$ cat src/fill_pkg.sv
`default_nettype none

package fill_pkg;

	localparam int WIN     = 64; // Window edge, also pixels per row write
	localparam int COORD_W = 12; // Screen coordinate
	localparam int COLOR_W = 24; // RGB, 8 bits per channel
	localparam int ROW_W   = 6;  // Index inside the window
	localparam int ADDR_W  = 1 + 2 * COORD_W; // Layer, y, x

	typedef logic [COORD_W-1:0]   coord_t;
	typedef logic [COLOR_W-1:0]   color_t;
	typedef logic [ROW_W-1:0]     win_idx_t;
	typedef logic [WIN-1:0]       row_bits_t; // One row of outline or mask bits
	typedef logic [ADDR_W-1:0]    pix_addr_t;
	typedef logic [WIN*WIN-1:0]   line_buf_t; // Row r at bits 64r +: 64

	// Fill command as it arrives with fill_en
	typedef struct packed {
		coord_t x_start;
		coord_t y_start;
		coord_t x_end;
		coord_t y_end;
		color_t color;
		logic   layer;
	} fill_cmd_t;

	// One row request from the controller
	typedef struct packed {
		row_bits_t row_bits; // Outline pixels of this row
		win_idx_t  col_last; // Last column inside the clip
		coord_t    y;        // Absolute row
		coord_t    x_start;
		color_t    color;
		logic      layer;
		logic      last;     // Final row of the command
	} row_req_t;

	// Same row after the parity fill
	typedef struct packed {
		row_bits_t mask;
		win_idx_t  col_last;
		coord_t    y;
		coord_t    x_start;
		color_t    color;
		logic      layer;
		logic      last;
	} row_span_t;

	// Wide row write to the frame memory
	typedef struct packed {
		pix_addr_t         addr;
		row_bits_t         en;  // Per-pixel write enable
		color_t [WIN-1:0]  pix; // Pixel c in slot c
	} mem_wr_t;

	typedef enum logic {
		IDLE,
		ISSUE
	} ctrl_state_t;

endpackage

`default_nettype wire

$ cat src/pixel_writer.sv
`timescale 1ns/1ps
`default_nettype none

module pixel_writer (
	input  logic                clk,
	input  logic                rst_n,
	input  logic                span_valid,
	input  fill_pkg::row_span_t span,
	output logic                mem_we,
	output fill_pkg::mem_wr_t   mem_wr,
	output logic                done
);
	import fill_pkg::*;

	mem_wr_t wr_nxt;
	logic    last_q; // Write on the bus closes its command

	always_comb
	begin
		wr_nxt.addr = {span.layer, span.y, span.x_start}; // Layer, row, left edge
		wr_nxt.en   = span.mask;
		// Flat fill puts the command colour in every slot
		for (int p = 0; p < WIN; p++)
			wr_nxt.pix[p] = span.color;
	end

	always_ff @(posedge clk or negedge rst_n)
	begin
		if (!rst_n)
		begin
			mem_we <= 1'b0;
			last_q <= 1'b0;
			done   <= 1'b0;
		end
		else
		begin
			mem_we <= span_valid;
			last_q <= span_valid && span.last;
			done   <= mem_we && last_q; // One cycle after the final write
		end
	end

	// Write payload held for the memory
	always_ff @(posedge clk)
	begin
		if (span_valid)
			mem_wr <= wr_nxt;
	end

	// Never overlaps the last write it reports
	a_done_not_with_last: assert property (@(posedge clk) disable iff (!rst_n)
		!(done && mem_we && last_q));

endmodule

`default_nettype wire

$ cat config.mk
export PLATFORM = sky130hd
export DESIGN_NAME = pixel_writer
export DESIGN_NICKNAME = d
export VERILOG_FILES = /design/src/fill_pkg.sv /design/src/pixel_writer.sv
export SDC_FILE = /design/constraint.sdc
export NUM_CORES = 1
export LEC_CHECK = 0
export BUFFER_PORTS_ARGS = -buffer_cell sky130_fd_sc_hd__clkbuf_2
export CAP_MARGIN = 20
export CORE_AREA = 2 2 685 687
export CTS_BUF_LIST = sky130_fd_sc_hd__clkbuf_8
export CTS_CLUSTER_DIAMETER = 100
export CTS_CLUSTER_SIZE = 30
export DETAILED_ROUTE_END_ITERATION = 7
export DIE_AREA = 0 0 687 689
export HOLD_SLACK_MARGIN = 0.1
export SLEW_MARGIN = 10
export SYNTH_ARGS = -nofsm -noshare
export SYNTH_HDL_FRONTEND = slang
export SYNTH_SLANG_ARGS = --single-unit
$ cat constraint.sdc
create_clock -name clk -period 2 [get_ports clk]
set_clock_uncertainty 0.05 [all_clocks]
set_input_delay 0.4 -clock clk [delete_from_list [all_inputs] [get_ports clk]]
set_output_delay 0.4 -clock clk [all_outputs]
set_load 0.005 [all_outputs]
# After elaboration in Yosys (flattened, before gate mapping)

Cells that the tools add are included.

Input bits: 123
Word-level logic and storage cells: 8
Flip-flop bits (word level): 116
Output and inout bits: 1627

Reductions and logical operators: 2

Operators with widths:

| cell              | number |
|---|---|
| 1-bit logical AND | 2 |

# Depth between registers and ports, before layout

Word-level depth: 1
Mapped depth: 1
Mapped depth without buffers: 1

# Worst setup path after synthesis

Ideal clock, no wire load.

Path type: reg2out
Start point: reg mem_wr[1480] (netlist name)
End point: out mem_wr[1000] (netlist name)
Data required time: 1.550 ns
Data arrival time: 1.557 ns
Slack: -0.007 ns
Buffers on the path: 1
Cell stages (with the launch flop): 2
Cells stage by stage: edfxtp_1 -> buf_4

RTL lines:

| what      | RTL line           | RTL |
|---|---|---|
| to (decl) | pixel_writer.sv:10 | `output fill_pkg::mem_wr_t mem_wr,` |

==> load_flow_metrics.sql <==
INSERT INTO impl_metrics (metric_group, metric, value, unit) VALUES
('yosys', 'yosysTopAreaCellShare', '76.5', '%'),
('power', 'leakage', '11.1', 'nW'),
('min_path', 'min_from', 'span[7]', ''),
('status', 'outcome', 'finished, violations left', ''),
('cells_and_area', 'final_layout_size_suffix_gt1_share', '89.0', '%'),
('timing', 'final-max-slew-violation-count', '0', ''),
('detailed_routing', 'vias_per_cell', '1.33', ''),
('die', 'start_util', '3.18', '%'),
('yosys', 'synth-seq-cells', '116', ''),
('clock_tree', 'clock_sink_count', '116', ''),
('global_routing', 'grt_start_max_net_pins', '65', ''),
('clock_tree', 'insertion_delay', '0.68', 'ns'),
('detailed_routing', 'routed_wire_length_per_instance', '14.4', 'um'),
('place', 'post_dp_cell_area', '0.0206', 'mm^2'),
('power', 'power_per_cell_area', '472', 'mW/mm^2'),
('worst_setup_path', 'reg2reg_to', 'done', ''),
('worst_setup_path', 'startpoint_type', 'flop', ''),
('status', 'violations', 'setup timing', ''),
('worst_setup_path', 'path_depth', '4', ''),
('yosys', 'synth_cells', '1630', ''),
('timing', 'setup_viol', '1138', ''),
('global_routing', 'grt_pass1_wl', '118000', 'um'),
('yosys', 'ys_warn_count', '0', ''),
('cells_and_area', 'layout-area-overhead-vs-synth', '76.6', '%'),
('timing', 'finalCriticalPeriod', '2.33', 'ns'),
('detailed_routing', 'postRouteWirelength', '121000', 'um'),
('worst_setup_path', 'critical-path-top-delay-family', 'buffers and inverters', ''),
('yosys', 'asyncSetResetFlopFracSynth', '2.59', '%'),
('run', 'timing.max_cap.violations', '0', ''),
('worst_setup_path', 'cp_cell_sequence', 'buf_12 > buf_12 > clkbuf_16 > clkbuf_2', ''),
('yosys', 'ys_top_cells_by_area', 'buf_4, edfxtp_1, dfrtp_1', ''),
('place', 'post_dp_hpwl', '78700', 'um'),
('yosys', 'syn-num-nets', '1753', ''),
('cells_and_area', 'finalNonFillerCells', '8424', ''),
('clock_tree', 'clock_buffer_count_from_cts', '21', ''),
('timing', 'timing_hold_violations_final', '0', ''),
('cells_and_area', 'design.final.nets', '2298', ''),
('timing', 'timing.final.ws_setup', '-0.328', 'ns'),
('worst_setup_path', 'cpMaxStageDelayCell', 'edfxtp_1', ''),
('worst_setup_path', 'worst_setup_path_startpoint', 'mem_wr[1483]', ''),
('yosys', 'yosysMostFrequentCell', 'buf_4', ''),
('yosys', 'ys_seq_area_share', '23.4', '%'),
('cells_and_area', 'stdcell_area', '0.0262', 'mm^2'),
('min_path', 'worstHoldPathType', 'primary input to flop', ''),
('timing', 'setup_repair_after_global_routing_missed_its_margin', 'yes', ''),
('cells_and_area', 'num-fill-cells', '54700', ''),
('clock_tree', 'cts.root.buffer_cell', 'clkbuf_8', ''),
('die', 'floorplan_row_count', '251', ''),
('place', 'dp_cells', '8101', ''),
('detailed_routing', 'route.vias.total', '11200', ''),
('yosys', 'synth_enable_flop_cells', '113', ''),
('yosys', 'number_of_unique_standard_cell_types_used_by_synthesis', '4', ''),
('worst_setup_path', 'r2r.worst_path.cells', '1', ''),
('worst_setup_path', 'critPathMostFrequentCell', 'buf_12', ''),
('detailed_routing', 'detail_route.first_pass.iterations', '5', ''),
('timing', 'worst_slew_pin_slew', '0.574', 'ns'),
('timing', 'timing.final.crit_share', '116', '%'),
('yosys', 'synth.largest_area_cell', 'buf_4', ''),
('yosys', 'most_frequently_used_flop_master_after_synthesis', 'edfxtp_1', ''),
('cells_and_area', 'multi_input_comb_area', '12.5', 'um^2'),
('cells_and_area', 'sequential_area', '0.00347', 'mm^2'),
('die', 'core_area', '0.466', 'mm^2'),
('worst_setup_path', 'worstPathMaxFanout', '8', ''),
('worst_setup_path', 'worstPathRequired', '1.55', 'ns'),
('worst_setup_path', 'reg2reg_slack', '1.30', 'ns'),
('yosys', 'ys_top_cells_by_count', 'buf_4, edfxtp_1, dfrtp_1', ''),
('worst_setup_path', 'crit_path_end', 'mem_wr[1291]', ''),
('detailed_routing', 'final_antenna_net_count', '0', ''),
('global_routing', 'first_global_vias', '7299', ''),
('die', 'die-height', '689', 'um'),
('timing', 'fmax', '430', 'MHz');
## registers in the layout, summed over array words and instances (netlist names)
register	count
done	1
mem_we	1
mem_wr	113
last_q	1
## what timing repair did
action / in CTS / in global routing
endpoints found under the setup margin: 1551 / 1548
hold buffers: 117 / 0
gates cloned: 34 / 47
endpoints found under the hold margin: 123 / 0
buffers inserted: 29 / 37
pin swaps: 0 / 0
resized for setup: 53 / 236
## metal layers
layer | vias to the layer above | GRT usage (%) | wire length (um)
met5 | - | 0 | 249
li1 | 4675 | - | -
met3 | 197 | 2.08 | 14100
met2 | 1052 | 6.91 | 57500
met1 | 5228 | 4.53 | 44500
met4 | 40 | 1.71 | 4750
## worst min-delay path by stage
stage	slack, ns	to	cells past startpoint
2_1_floorplan	0.05	done	0
3_3_place_gp	0.15	last_q	1
3_5_place_dp	0.15	mem_we	1
4_1_cts	0.18	mem_wr[1473]	2
5_1_grt	0.23	mem_wr[1480]	2
6_report	0.36	mem_wr[1469]	2
## cell type report
cell class | instances | area share [%]
diodes | 41 | 0.392
flip-flops and latches | 116 | 13.2
clock inverters | 12 | 0.439
well taps | 6198 | 29.6
repair buffers | 2034 | 55.2
multi-input cells | 2 | 0.0478
clock buffers | 21 | 1.10
## metrics by stage
step,hold WS [ns],setup slack (ns),setup TNS [ns],util [%]
2_1_floorplan,0.0544,-0.00654,-9.89,-
3_3_place_gp,0.150,0.311,0,4.42
3_5_place_dp,0.152,0.348,0,4.42
4_1_cts,0.177,-0.510,-423.96,5.10
5_1_grt,0.235,-0.479,-395.83,5.61
6_report,0.359,-0.328,-137.32,5.62
## placed cells by master, fill, tap and decap left out, drive strengths merged
| cell type | n |
|---|---|
| inv | 2 |
| bufbuf | 1 |
| bufinv | 2 |
| buf | 313 |
| and2 | 2 |
| clkinv | 6 |
| edfxtp | 113 |
| clkinvlp | 2 |
| clkbuf | 1624 |
| dfrtp | 3 |
| diode | 41 |
| dlygate4sd3 | 117 |
## kinds of logic (layout without fill, tap and decap cells)
family | count (synthesis) | count (layout) | synth area share, %
other | 0 | 41 | 0
and+or+nand+nor | 2 | 2 | 0.0843
DFF | 116 | 116 | 23.4
buffers and inverters | 1512 | 2067 | 76.5
## report_power, final
part	internal, mW	switching, mW	total, mW
logic	3.08	3.33	6.41
clock network	1.26	1.72	2.98
registers	2.88	0.0970	2.98
No activity file was read; power rests on OpenSTA's default activity.
