## src/fill_pkg.sv

```systemverilog
`default_nettype none

package fill_pkg;

	localparam int WIN     = 64; // Window edge, also pixels per row write
	localparam int COORD_W = 12; // Screen coordinate
	localparam int COLOR_W = 24; // RGB, 8 bits per channel
	localparam int ROW_W   = 6;  // Index inside the window
	localparam int ADDR_W  = 1 + 2 * COORD_W; // Layer, y, x

	typedef logic [COORD_W-1:0]   coord_t;
	typedef logic [COLOR_W-1:0]   color_t;
	typedef logic [ROW_W-1:0]     win_idx_t;
	typedef logic [WIN-1:0]       row_bits_t; // One row of outline or mask bits
	typedef logic [ADDR_W-1:0]    pix_addr_t;
	typedef logic [WIN*WIN-1:0]   line_buf_t; // Row r at bits 64r +: 64

	// Fill command as it arrives with fill_en
	typedef struct packed {
		coord_t x_start;
		coord_t y_start;
		coord_t x_end;
		coord_t y_end;
		color_t color;
		logic   layer;
	} fill_cmd_t;

	// One row request from the controller
	typedef struct packed {
		row_bits_t row_bits; // Outline pixels of this row
		win_idx_t  col_last; // Last column inside the clip
		coord_t    y;        // Absolute row
		coord_t    x_start;
		color_t    color;
		logic      layer;
		logic      last;     // Final row of the command
	} row_req_t;

	// Same row after the parity fill
	typedef struct packed {
		row_bits_t mask;
		win_idx_t  col_last;
		coord_t    y;
		coord_t    x_start;
		color_t    color;
		logic      layer;
		logic      last;
	} row_span_t;

	// Wide row write to the frame memory
	typedef struct packed {
		pix_addr_t         addr;
		row_bits_t         en;  // Per-pixel write enable
		color_t [WIN-1:0]  pix; // Pixel c in slot c
	} mem_wr_t;

	typedef enum logic {
		IDLE,
		ISSUE
	} ctrl_state_t;

endpackage

`default_nettype wire

```

## src/scanline_filler.sv

```systemverilog
`timescale 1ns/1ps
`default_nettype none

module scanline_filler (
	input  logic                clk,
	input  logic                rst_n,
	input  logic                req_valid,
	input  fill_pkg::row_req_t  req,
	output logic                span_valid,
	output fill_pkg::row_span_t span
);
	import fill_pkg::*;

	row_bits_t in_range;  // Columns 0 to col_last
	row_bits_t outline;   // Outline after the column clip
	row_bits_t fill_mask;
	logic      parity;    // Running xor of outline bits to the left

	// Ones from column 0 through last
	function automatic row_bits_t range_mask(input win_idx_t last);
		row_bits_t m;
		for (int c = 0; c < WIN; c++)
			m[c] = (c <= int'(last));
		return m;
	endfunction

	always_comb
	begin
		in_range = range_mask(req.col_last);
		outline  = req.row_bits & in_range; // Pixels past the clip do not count
		parity   = 1'b0;
		for (int c = 0; c < WIN; c++)
		begin
			// Inside if on the outline or an odd count lies to the left
			fill_mask[c] = (outline[c] | parity) & in_range[c];
			parity       = parity ^ outline[c];
		end
	end

	always_ff @(posedge clk or negedge rst_n)
	begin
		if (!rst_n)
			span_valid <= 1'b0;
		else
			span_valid <= req_valid; // One cycle of latency
	end

	// Span payload meaningful only with span_valid
	always_ff @(posedge clk)
	begin
		if (req_valid)
		begin
			span.mask     <= fill_mask;
			span.col_last <= req.col_last;
			span.y        <= req.y;
			span.x_start  <= req.x_start;
			span.color    <= req.color;
			span.layer    <= req.layer;
			span.last     <= req.last;
		end
	end

	// Nothing written outside the clipped columns
	a_mask_in_clip: assert property (@(posedge clk) disable iff (!rst_n)
		span_valid |-> ((span.mask & ~range_mask(span.col_last)) == '0));

endmodule

`default_nettype wire
```

## config.mk

```make
export PLATFORM = sky130hd
export DESIGN_NAME = scanline_filler
export DESIGN_NICKNAME = d
export VERILOG_FILES = /design/src/fill_pkg.sv /design/src/scanline_filler.sv
export SDC_FILE = /design/constraint.sdc
export NUM_CORES = 1
export LEC_CHECK = 0
export CAP_MARGIN = 20
export CORE_ASPECT_RATIO = 0.75
export CORE_MARGIN = 2
export CORE_UTILIZATION = 55
export CTS_CLUSTER_DIAMETER = 100
export DETAILED_ROUTE_END_ITERATION = 6
export DONT_BUFFER_PORTS = 1
export GPL_TIMING_DRIVEN = 0
export PLACE_DENSITY = 0.78
export SLEW_MARGIN = 20
export SYNTH_ARGS = -nofsm -noshare
export SYNTH_HDL_FRONTEND = slang
export SYNTH_SLANG_ARGS = --single-unit
```

## constraint.sdc

```tcl
create_clock -name clk -period 0.8 [get_ports clk]
set_clock_uncertainty 0.2 [all_clocks]
set_input_delay 0.12 -clock clk [delete_from_list [all_inputs] [get_ports clk]]
set_output_delay 0.12 -clock clk [all_outputs]
set_load 0.02 [all_outputs]
```

======== After elaboration in Yosys (flattened, before gate mapping) ========
Cells that the tools add are included.
W data, S select, Z words.
storage, ports and cells
  memory bits (writable) .................. 0
  memories ................................ 0
  flip-flop bits (word level) ............. 121
  bits of input ports ..................... 123
  latch bits .............................. 0
  bits in read-only memories .............. 0
cells by class
  divide/modulo/power cells ............... 0
  magnitude comparators ................... 63
  muxes and demuxes ....................... 0
  eq/ne operators ......................... 0
  add/subtract/negate cells ............... 0
  shift-type cells ........................ 0
  multiply operators ...................... 0
  bitwise gates (word level) .............. 189
  reduce and logical (&&, ||, !) cells .... 0
operators with widths
  kind                  number
  $le A6 B6 Y1 const A  32
  $le A5 B6 Y1 const A  16
  $and A64 B64 Y64      1
  $and A1 B1 Y1         63
  $or A1 B1 Y1          63
  $xor A1 B1 Y1         62
  $le A4 B6 Y1 const A  8
  $le A3 B6 Y1 const A  4
  $le A2 B6 Y1 const A  2
  $le A1 B6 Y1 const A  1

======== Depth between registers and ports, before layout ========
  depth in word-level cells ............... 66
  gate-level depth with buffers ........... 129

======== Least setup slack after synthesis ========
No wires, ideal clock.
  path type ............................... input-to-reg
  start ................................... input port req[53] (netlist bit)
  end ..................................... register span[119] (netlist bit) (data pin)
  arrival ................................. 18.647 ns
  path buffers ............................ 1
  setup slack ............................. -18.306 ns
  stages on the path ...................... 128
  data required time ...................... 0.341 ns
  cells stage by stage .................... buf_4 -> or4_4 -> o21ai_1 -> ha_1 -> inv_1 -> ha_1 -> inv_1 -> ha_1 -> inv_1 -> ha_1 -> inv_1 -> ha_1 -> inv_1 -> ha_1 -> inv_1 -> ha_1 -> inv_1 -> ha_1 -> [92 not listed] -> inv_1 -> ha_1 -> inv_1 -> ha_1 -> inv_1 -> ha_1 -> inv_1 -> ha_1 -> inv_1 -> ha_1 -> inv_1 -> ha_1 -> inv_1 -> ha_1 -> inv_1 -> ha_1 -> nor2_1 -> nor3_1
between the ends
  word-level cells in the longest chain between the ends .. 66
  elaborated cells between the ends (all ways) .. 128
  classes of those cells .................. order compare: 63; bitwise: 65
RTL lines
  item                         RTL line               source
  start, declared              scanline_filler.sv:8   input fill_pkg::row_req_t req,
  $le A1 B6 Y1                 scanline_filler.sv:23  m[c] = (c <= int'(last));
  $and A64 B64 Y64             scanline_filler.sv:30  outline = req.row_bits & in_range;
  $xor A1 B1 Y1 (62 in a row)  scanline_filler.sv:36  parity = parity ^ outline[c];
  $or A1 B1 Y1                 scanline_filler.sv:35  fill_mask[c] = (outline[c] | parity) & in_range[c];
  $and A1 B1 Y1 *              scanline_filler.sv:35
  net fill_mask[63]            scanline_filler.sv:16  row_bits_t fill_mask;
  end, declared                scanline_filler.sv:10  output fill_pkg::row_span_t span
The timed path passes the listed nets; every way through them passes the cells marked *.
A chain may end at the register's enable or synchronous reset.

======== Worst setup path after layout ========
  start ................................... input port req[52] (netlist bit)
  end ..................................... register span[119] (netlist bit) (data pin)
The elaborated chain is that of the path after synthesis.

==> results.cfg <==
[sta]
hold_viol = 173
rsz0062_at_grt = true
relSlewSlack_pct = 40.32
final.min_clock_period_ns = 19.15
period_share_pct = 2393
worst_slack_ns = -18.35
max_freq_ghz = 0.05223
setup_viol = 184
tightest_slew_ns = 0.8952
slew_violations = 0
hold-worst-slack_ns = -0.4038

[global_route]
grt_usage_pct = 31.27
use_met3_pct = 11.73
grt_pass1_wl_mm = 27.26
grt_pass1_vias = 4588
grt_max_degree = 122
grt_overflow = 0
grt-busiest-layer = met2
use_met2_pct = 54.26
antenna_found_initial = 0
met1_usage_pct = 36.45

[routing]
drt-initial-drc-count = 301
drt-total-wl_mm = 19.22
viasPerCell = 6.409
wl_per_cell_um = 27.11
drcViolationCount = 0
drtAntennaViolNets = 0
firstDrtPassIters = 5
via_count = 4544

[status]
violations = hold timing, setup timing
status = finished, violations left

[placed_design]
placed_cells = 614
place_ws_ns = -19.61
io_buffers = 0
hpwl_mm = 11.69
place_congestion = 0.9117

[worst_setup_path]
critical_path_class = in -> reg
crit_arrival_ns = 19.12
crit_slowest_cell = or4_4
worstSetupStartpoint = req[52]
worstPathRequired_ns = 0.77
crit_family = adder cells
crit_cells = 128
cp_slowest_stage_delay_ns = 0.55
cp_max_fo = 3
path_buf_inv = 62
cp-start-kind = primary input
crit_top_cell = ha_4
endpoint = span[119]
critPathCaptureType = flop

[floorplan]
io-pin-count = 244
dieArea_um2 = 11910
die_x_um = 125.4
placementRows = 33
core_area_um2 = 10860
die_h_um = 95.03
start_util_pct = 55.96

[synth]
synth_edf_count = 120
yosys_warnings = 0
seq_area_frac_synth_pct = 59.71
synth.distinct_cells = 51
syn_area_um2 = 6077
yosysTopAreaCell = edfxtp_1
syn_avg_cell_area_um2 = 12.82
synth_ff_type = edfxtp_1
async_reset_ff_share_pct = 0.8264
synth_fp_nets = 659
yosysMostFrequentCell = edfxtp_1
synth_common_cells = edfxtp_1 (120), inv_1 (66), ha_1 (62)
synth.top_cell.area_share_pct = 59.30
synth_seq_cells = 121
syn_inst = 474
ys_top_cells_by_area = edfxtp_1 (59%), ha_1 (13%), inv_1 (4.1%)

[layout]
multi_input_area_um2 = 3064
drive_gt1_share_pct = 44.11
layout.area.seq_um2 = 3630
diodes = 0
nFillCells = 606
fin_nets = 741
area_delta_synth_final_pct = 41.34
finalNonFillerCells = 709

[cts]
cts_root_buf = clkbuf_16
clock_sinks = 121
cts.clk_slew.worst_paths_ns = 0.06
cts_tree = built
cts_buffers = 17
htree_levels = 4
cts_max_path_buffers = 2

[power_and_ir_drop]
power_density_nw_per_um2 = 5485
power.total_uw = 47120
p_leak_uw = 0.003061
peakVddDrop_mv = 3.718

[flow_run]
drv_cap = 0

[hold_path]
hold_class = in -> reg
-- area by class of cell --
cell class | instances | share of cell area (%)
multi-input cells | 256 | 35.67
plain buffers | 31 | 2.403
flip-flops and latches | 121 | 42.26
clock inverters | 15 | 1.952
inverters | 66 | 3.467
well taps | 140 | 2.039
clock buffers | 17 | 4.953
repair buffers | 63 | 7.254
-- routing by layer --
metal  wire length (um)  vias to the layer above
met4                460                        0
met1               6905                     2273
met2               9801                      310
met3               2054                       48
li1                   -                     1913
met5                  0                        -
-- layout by cell type, fill, tap and decap left out, types with 10 or more instances in the layout --
cell           synthesis  final
o211ai_1              11     11
nand2_1               15     15
dlygate4sd3_1          0     56
edfxtp_1             120    120
nand3b_1              12     12
nor2_1                15     11
buf_4                  6     11
nor3_2                 1     11
ha_4                   0     59
o21ai_0               15     15
inv_4                  0     20
a21oi_2                1     13
buf_2                 17     14
inv_2                  0     39
a211oi_2               1     10
clkbuf_16              0     17
-- worst min-delay path by stage --
| stage | end | cells past startpoint | startpoint |
|---|---|---|---|
| floorplan | span_valid | 0 | rst_n |
| global placement | span_valid | 0 | rst_n |
| detailed placement | span_valid | 0 | rst_n |
| CTS | span_valid | 0 | req_valid |
| global route | span_valid | 0 | req_valid |
| finish | span[55] | 0 | req[55] |
-- stage by stage --
step	hold slack [ns]	area [um2]	util, %	TNS, ns
after global routing	-0.4317	8589	79.10	-658.09
after CTS	-0.4488	8404	77.39	-637.95
after floorplan	-0.3756	6081	-	-598.20
final	-0.4038	8589	79.10	-643.53
after detailed placement	-0.3756	6256	57.61	-645.47
after global placement	-0.3756	6256	57.61	-637.61
-- cell families after synthesis --
logic type	share of synthesized area (%)
compound gates	11.10
buf+inv	7.083
flops	59.71
simple gates	9.347
fa+ha+maj	12.77
-- power breakdown --
group          internal [uW]  total [uW]  switching, uW
logic                  14600       28100          13500
registers               9010       11300           2310
clock network           4650        7710           3060
-- flip-flops by register name (all words and copies together), names as in the netlist --
| register | flops |
|---|---|
| span | 120 |
| span_valid | 1 |
-- timing repair --
item                       CTS  global route
resized for setup          177            34
pin swaps                   35            11
hold endpoints to repair   235           173
setup buffers                2             3
hold buffers                57             1
setup endpoints to repair  184           184
Power figures use the tool's default switching activity.
